[config.mk]
export PLATFORM = sky130hd
export DESIGN_NAME = obj_scan
export DESIGN_NICKNAME = d
export VERILOG_FILES = /design/src/common/obj_pkg.sv /design/src/obj/obj_scan.sv
export SDC_FILE = /design/constraint.sdc
export NUM_CORES = 1
export LEC_CHECK = 0
export BUFFER_PORTS_ARGS = -buffer_cell sky130_fd_sc_hd__buf_2
export CORE_AREA = 2 2 144 76
export DETAILED_ROUTE_END_ITERATION = 16
export DIE_AREA = 0 0 146 78
export PLACE_DENSITY = 0.72
export SLEW_MARGIN = 20
export SYNTH_ARGS = -nofsm -noshare
export SYNTH_HDL_FRONTEND = slang
export SYNTH_SLANG_ARGS = --single-unit
export TNS_END_PERCENT = 100
[constraint.sdc]
create_clock -name clk -period 12.09 [get_ports clk]
set_input_delay 1.8135 -clock clk [delete_from_list [all_inputs] [get_ports clk]]
set_output_delay 1.8135 -clock clk [all_outputs]
set_load 0.005 [all_outputs]
[src/common/obj_pkg.sv]
// object engine shared definitions
// table geometry and end-of-list marker
// copier and scanner FSM state enums
// 16-bit video data word type

package obj_pkg;

    // words in one half of the double-buffered table
    localparam int obj_table_words = 1024;

    // x, y, code, attribute
    localparam int obj_words_per_entry = 4;

    // hard limit on objects per frame
    localparam int obj_max_entries = 256;

    // upper byte of the attribute word that ends the list
    localparam logic [7:0] obj_end_attr = 8'hff;

    // one video RAM or table word
    typedef logic [15:0] obj_word_t;

    // DMA copier states
    typedef enum logic {
        DMA_IDLE,
        DMA_COPY
    } obj_dma_state_t;

    // object list scanner states
    typedef enum logic [1:0] {
        SCAN_IDLE,
        // address phase then data phase for each word
        SCAN_READ,
        // one cycle with the descriptor strobe high
        SCAN_EMIT
    } obj_scan_state_t;

endpackage

[src/obj/obj_scan.sv]
// object list scanner
// walks the readable table half four words per entry
// one descriptor strobe per object
// stops at the end marker or after 256 objects, then pulses scan_done

`timescale 1ns/10ps

module obj_scan import obj_pkg::*; (
    input  logic        clk,
    input  logic        rst,
    input  logic        vb,
    output logic [9:0]  table_addr,
    input  logic [15:0] table_data,
    output logic        obj_valid,
    output logic [15:0] obj_x,
    output logic [15:0] obj_y,
    output logic [15:0] obj_code,
    output logic [15:0] obj_attr,
    output logic        scan_done
);

    obj_scan_state_t state;
    logic            last_vb;
    logic            frame_start;
    // 0 while the address is presented, 1 while table_data is valid
    logic            phase;
    // objects emitted so far this frame
    logic [7:0]      entry_cnt;
    // x, y and code held until the attribute arrives
    obj_word_t       ent [0:2];
    logic            last_word;
    logic            end_mark;
    logic            last_entry;

    assign frame_start = last_vb && !vb;

    // word position inside the entry comes from the low address bits
    assign last_word = table_addr[1:0] == 2'(obj_words_per_entry - 1);

    // only meaningful on the attribute word
    assign end_mark = table_data[15:8] == obj_end_attr;

    assign last_entry = entry_cnt == 8'(obj_max_entries - 1);

    // payload capture
    always_ff @(posedge clk) begin
        if (state == SCAN_READ && phase) begin
            if (last_word) begin
                // marker entry is never emitted, keep the old descriptor
                if (!end_mark) begin
                    obj_x    <= ent[0];
                    obj_y    <= ent[1];
                    obj_code <= ent[2];
                    obj_attr <= table_data;
                end
            end else begin
                ent[table_addr[1:0]] <= table_data;
            end
        end
    end

    // scan FSM
    always_ff @(posedge clk or posedge rst) begin
        if (rst) begin
            state      <= SCAN_IDLE;
            last_vb    <= 1'b0;
            phase      <= 1'b0;
            table_addr <= '0;
            entry_cnt  <= '0;
            obj_valid  <= 1'b0;
            scan_done  <= 1'b0;
        end else begin
            last_vb   <= vb;
            // both strobes are single cycle
            obj_valid <= 1'b0;
            scan_done <= 1'b0;
            case (state)
                SCAN_IDLE: begin
                    // same edge as the table half flip
                    if (frame_start) begin
                        table_addr <= '0;
                        phase      <= 1'b0;
                        entry_cnt  <= '0;
                        state      <= SCAN_READ;
                    end
                end
                SCAN_READ: begin
                    // two cycles per word
                    phase <= ~phase;
                    if (phase) begin
                        table_addr <= table_addr + 10'd1;
                        if (last_word) begin
                            if (end_mark) begin
                                scan_done <= 1'b1;
                                state     <= SCAN_IDLE;
                            end else begin
                                obj_valid <= 1'b1;
                                state     <= SCAN_EMIT;
                            end
                        end
                    end
                end
                SCAN_EMIT: begin
                    // descriptor strobe is high in this cycle
                    entry_cnt <= entry_cnt + 8'd1;
                    if (last_entry) begin
                        // full table without a marker
                        scan_done <= 1'b1;
                        state     <= SCAN_IDLE;
                    end else begin
                        state <= SCAN_READ;
                    end
                end
                default: begin
                    state <= SCAN_IDLE;
                end
            endcase
        end
    end

endmodule

==> flow_metrics.tcl <==
set metrics [dict create \
    status "finished, final reports clean" \
    synth_area_leaders "edfxtp_1 (69%), dfrtp_1 (12%), ha_1 (2.3%), nor2_1 (1.2%), nand2_1 (1.1%)" \
    dpl.cell_count 493 \
    final.setup.tns_ns 0 \
    grt_pass1_vias 2510 \
    n_antenna_cell 0 \
    p_clk_share_pct 41.4 \
    place_area_um2 5460 \
    core_um2 10000 \
    ios 95 \
    vias 2600 \
    antenna_found_initial 0 \
    sequentialPowerShare_pct 47.1 \
    cts_hold_buf 0 \
    final_util_pct 60.4 \
    power.internal_uw 910 \
    clkLatencyLatePin_ns 0.40 \
    gp_congestion 0.779 \
    cp-end-kind "flop" \
    cts_resized 0 \
    cts_tree "built" \
    critical_path_class "in -> reg" \
    synth_most_common_cell "edfxtp_1" \
    startpoint_type "input pin" \
    grt_pass1_wl_mm 13.1 \
    dp_hpwl_mm 5.40 \
    die_w_um 146 \
    seq_area_um2 3960 \
    hp-class "reg -> reg" \
    power_frac_comb_pct 11.4 \
    numCtsBuffers 17 \
    layout-drive-gt1-share_pct 35.6 \
    hold_viol 0 \
    cpPeakStageDelay_ns 0.64 \
    synth_top_area_share_pct 69.5 \
    avgSynthCellArea_um2 18.4 \
    p_sw_share_pct 25.9 \
    die_area_um2 11400 \
    area_delta_synth_final_pct 25.0 \
    grt_use_total_pct 15.4 \
    power_density_nw_per_um2 203 \
    final_nets 400 \
    ant_nets 0 \
    initial_core_util_pct 48.3 \
    synthArstFlopShare_pct 17.6 \
    clock-skew-final_ns 0.00833 \
    h-tree-depth 4 \
    max_cap_violations 0 \
    port_buffers 94 \
    yosysTopAreaCell "edfxtp_1" \
    fillers 753 \
    ys_top_cells_by_count "edfxtp_1 (112), dfrtp_1 (24), nor2_1 (16)" \
    fin_crit_ns 2.94 \
    overflow 0 \
    routedWlPerCell_um 15.8 \
    critPathSlowestCell "buf_4" \
    fmax_mhz 340 \
    synth-edff-count 112 \
    layout_setup_ws_ns 9.15 \
    peakVddDrop_mv 0.122 \
    path_delay_family "buffers and inverters" \
    relSlewSlack_pct 37.0 \
    grt_max_degree 65 \
    ys_seq_area_share_pct 81.9 \
    cts-root-buf "clkbuf_16" \
    cp_max_fo 64 \
    fp-row-count 26 \
    multi_input_area_um2 816 \
    clk_path_buf_depth 2 \
    ys_types 40 \
    routed_wl_mm 8.29 \
    syn_nets 291 \
    path_clk_slew_ns 0.06 \
    via_per_inst 4.95 \
    preCtsSetupSlack_ns 8.71 \
    synth_ff_type "edfxtp_1" \
    worstPathCellList "buf_2 -> nand4_1 -> nor2_1 -> nor2_4 -> buf_4" \
    rsz0062_at_grt "false" \
    drtIter0Drc 119 \
    leakagePower_nw 2.31 \
    postLayoutCellArea_um2 6050 \
    synth-seq-cells 136 \
    netlist_instances 263 \
    synth_area_um2 4840 \
    tightestPinTransition_ns 0.945 \
    finalMaxSlewViolations 0 \
    instances_no_fill 525 \
    setup_violations 0 \
    switchingPower_uw 318 \
    path_buf_inv 2 \
    yosysWarnings 0 \
    die_y_um 78 \
    drc_errors 0 \
    dr.pass1.iters 4 \
    crit_arrival_ns 2.97 \
    cts.sink_count 136 \
    cts_setup_buffers 0 \
    cp.required_ns 12.12 \
    finalCritPeriodShare_pct 24.3 \
]
## stage by stage
| step | total power, mW | hold slack [ns] |
|---|---|---|
| 6_report | 1.23 | 0.417 |
| 5_1_grt | 1.28 | 0.424 |
| 4_1_cts | 1.24 | 0.416 |
| 2_1_floorplan | 0.689 | 0.400 |
| 3_5_place_dp | 0.728 | 0.405 |
| 3_3_place_gp | 0.722 | 0.402 |
## layer usage
layer | vias to the layer above | wire (um) | global-route usage, %
met5 | - | 0 | 0
met4 | 0 | 85 | 5.92
met3 | 7 | 440 | 6.00
met2 | 85 | 4050 | 24.9
met1 | 1282 | 3720 | 18.8
li1 | 1226 | - | -
## final timing paths
check | startpoint | to | slack, ns | cells past startpoint
min in group asynchronous | rst | table_addr[7] | 1.61 | 2
hold reg to reg | ent[0][12] | obj_x[12] | 0.42 | 0
max in group asynchronous | rst | scan_done | 9.89 | 2
hold / removal | ent[0][12] | obj_x[12] | 0.42 | 0
setup reg to reg | state[1] | ent[1][4] | 9.58 | 5
setup / recovery | table_data[10] | obj_y[3] | 9.15 | 5
## power by group through the flow
| stage | Combinational [mW] | Clock, mW | Sequential, mW |
|---|---|---|---|
| after floorplan | 0.110 | 0 | 0.579 |
| after global placement | 0.137 | 0 | 0.585 |
| after detailed placement | 0.141 | 0 | 0.587 |
| after CTS | 0.141 | 0.518 | 0.578 |
| after global routing | 0.158 | 0.540 | 0.582 |
| final | 0.140 | 0.509 | 0.579 |
## cell type report
type / count / share of cell area [%]
clock inverter: 15 / 2.69
tap: 140 / 2.89
timing repair buffer: 95 / 7.90
multi-input combinational: 114 / 13.5
sequential: 136 / 65.5
clock buffer: 17 / 7.03
inverter: 8 / 0.496
## worst register-to-register path: stages, from the launching register on
cell and delay [ns]:
dfrtp_1 0.41, inv_1 0.09, ha_1 0.38, inv_1 0.17, nor3b_1 0.30, and2_1 0.77
## registers in the layout (all words and copies together), names as in the netlist
register / count
obj_attr: 16
obj_x: 16
obj_y: 16
obj_valid: 1
obj_code: 16
state: 2
last_vb: 1
ent: 48
scan_done: 1
table_addr: 10
phase: 1
entry_cnt: 8
## layout by cell type (no fill, tap or decap), drive strengths merged, types with 3 or more instances in the layout
master / Yosys / routed
mux2i: 4 / 4
xnor2: 6 / 6
clkinv: 0 / 4
dfrtp: 24 / 24
buf: 5 / 95
a2111oi: 4 / 4
nand2: 14 / 14
o31ai: 3 / 3
nor2: 16 / 16
a21oi: 7 / 7
clkbuf: 0 / 17
inv: 8 / 16
nand3: 6 / 6
nand4: 3 / 3
edfxtp: 112 / 112
and2: 8 / 8
nand2b: 3 / 3
ha: 9 / 9
o21ai: 11 / 11
## cells by family (layout without fill, tap and decap cells)
| kind of cell | after synthesis | after routing | synth area share, % |
|---|---|---|---|
| AO/OA/AOI/OAI | 36 | 36 | 5.94 |
| XOR/XNOR | 6 | 6 | 1.09 |
| adder cells (fa/ha/maj) | 9 | 9 | 2.33 |
| buffers and inverters | 13 | 135 | 1.45 |
| flip-flops | 136 | 136 | 81.9 |
| multiplexers | 4 | 4 | 0.827 |
| AND/OR/NAND/NOR | 59 | 59 | 6.51 |
(Power assumes the default switching activity.)
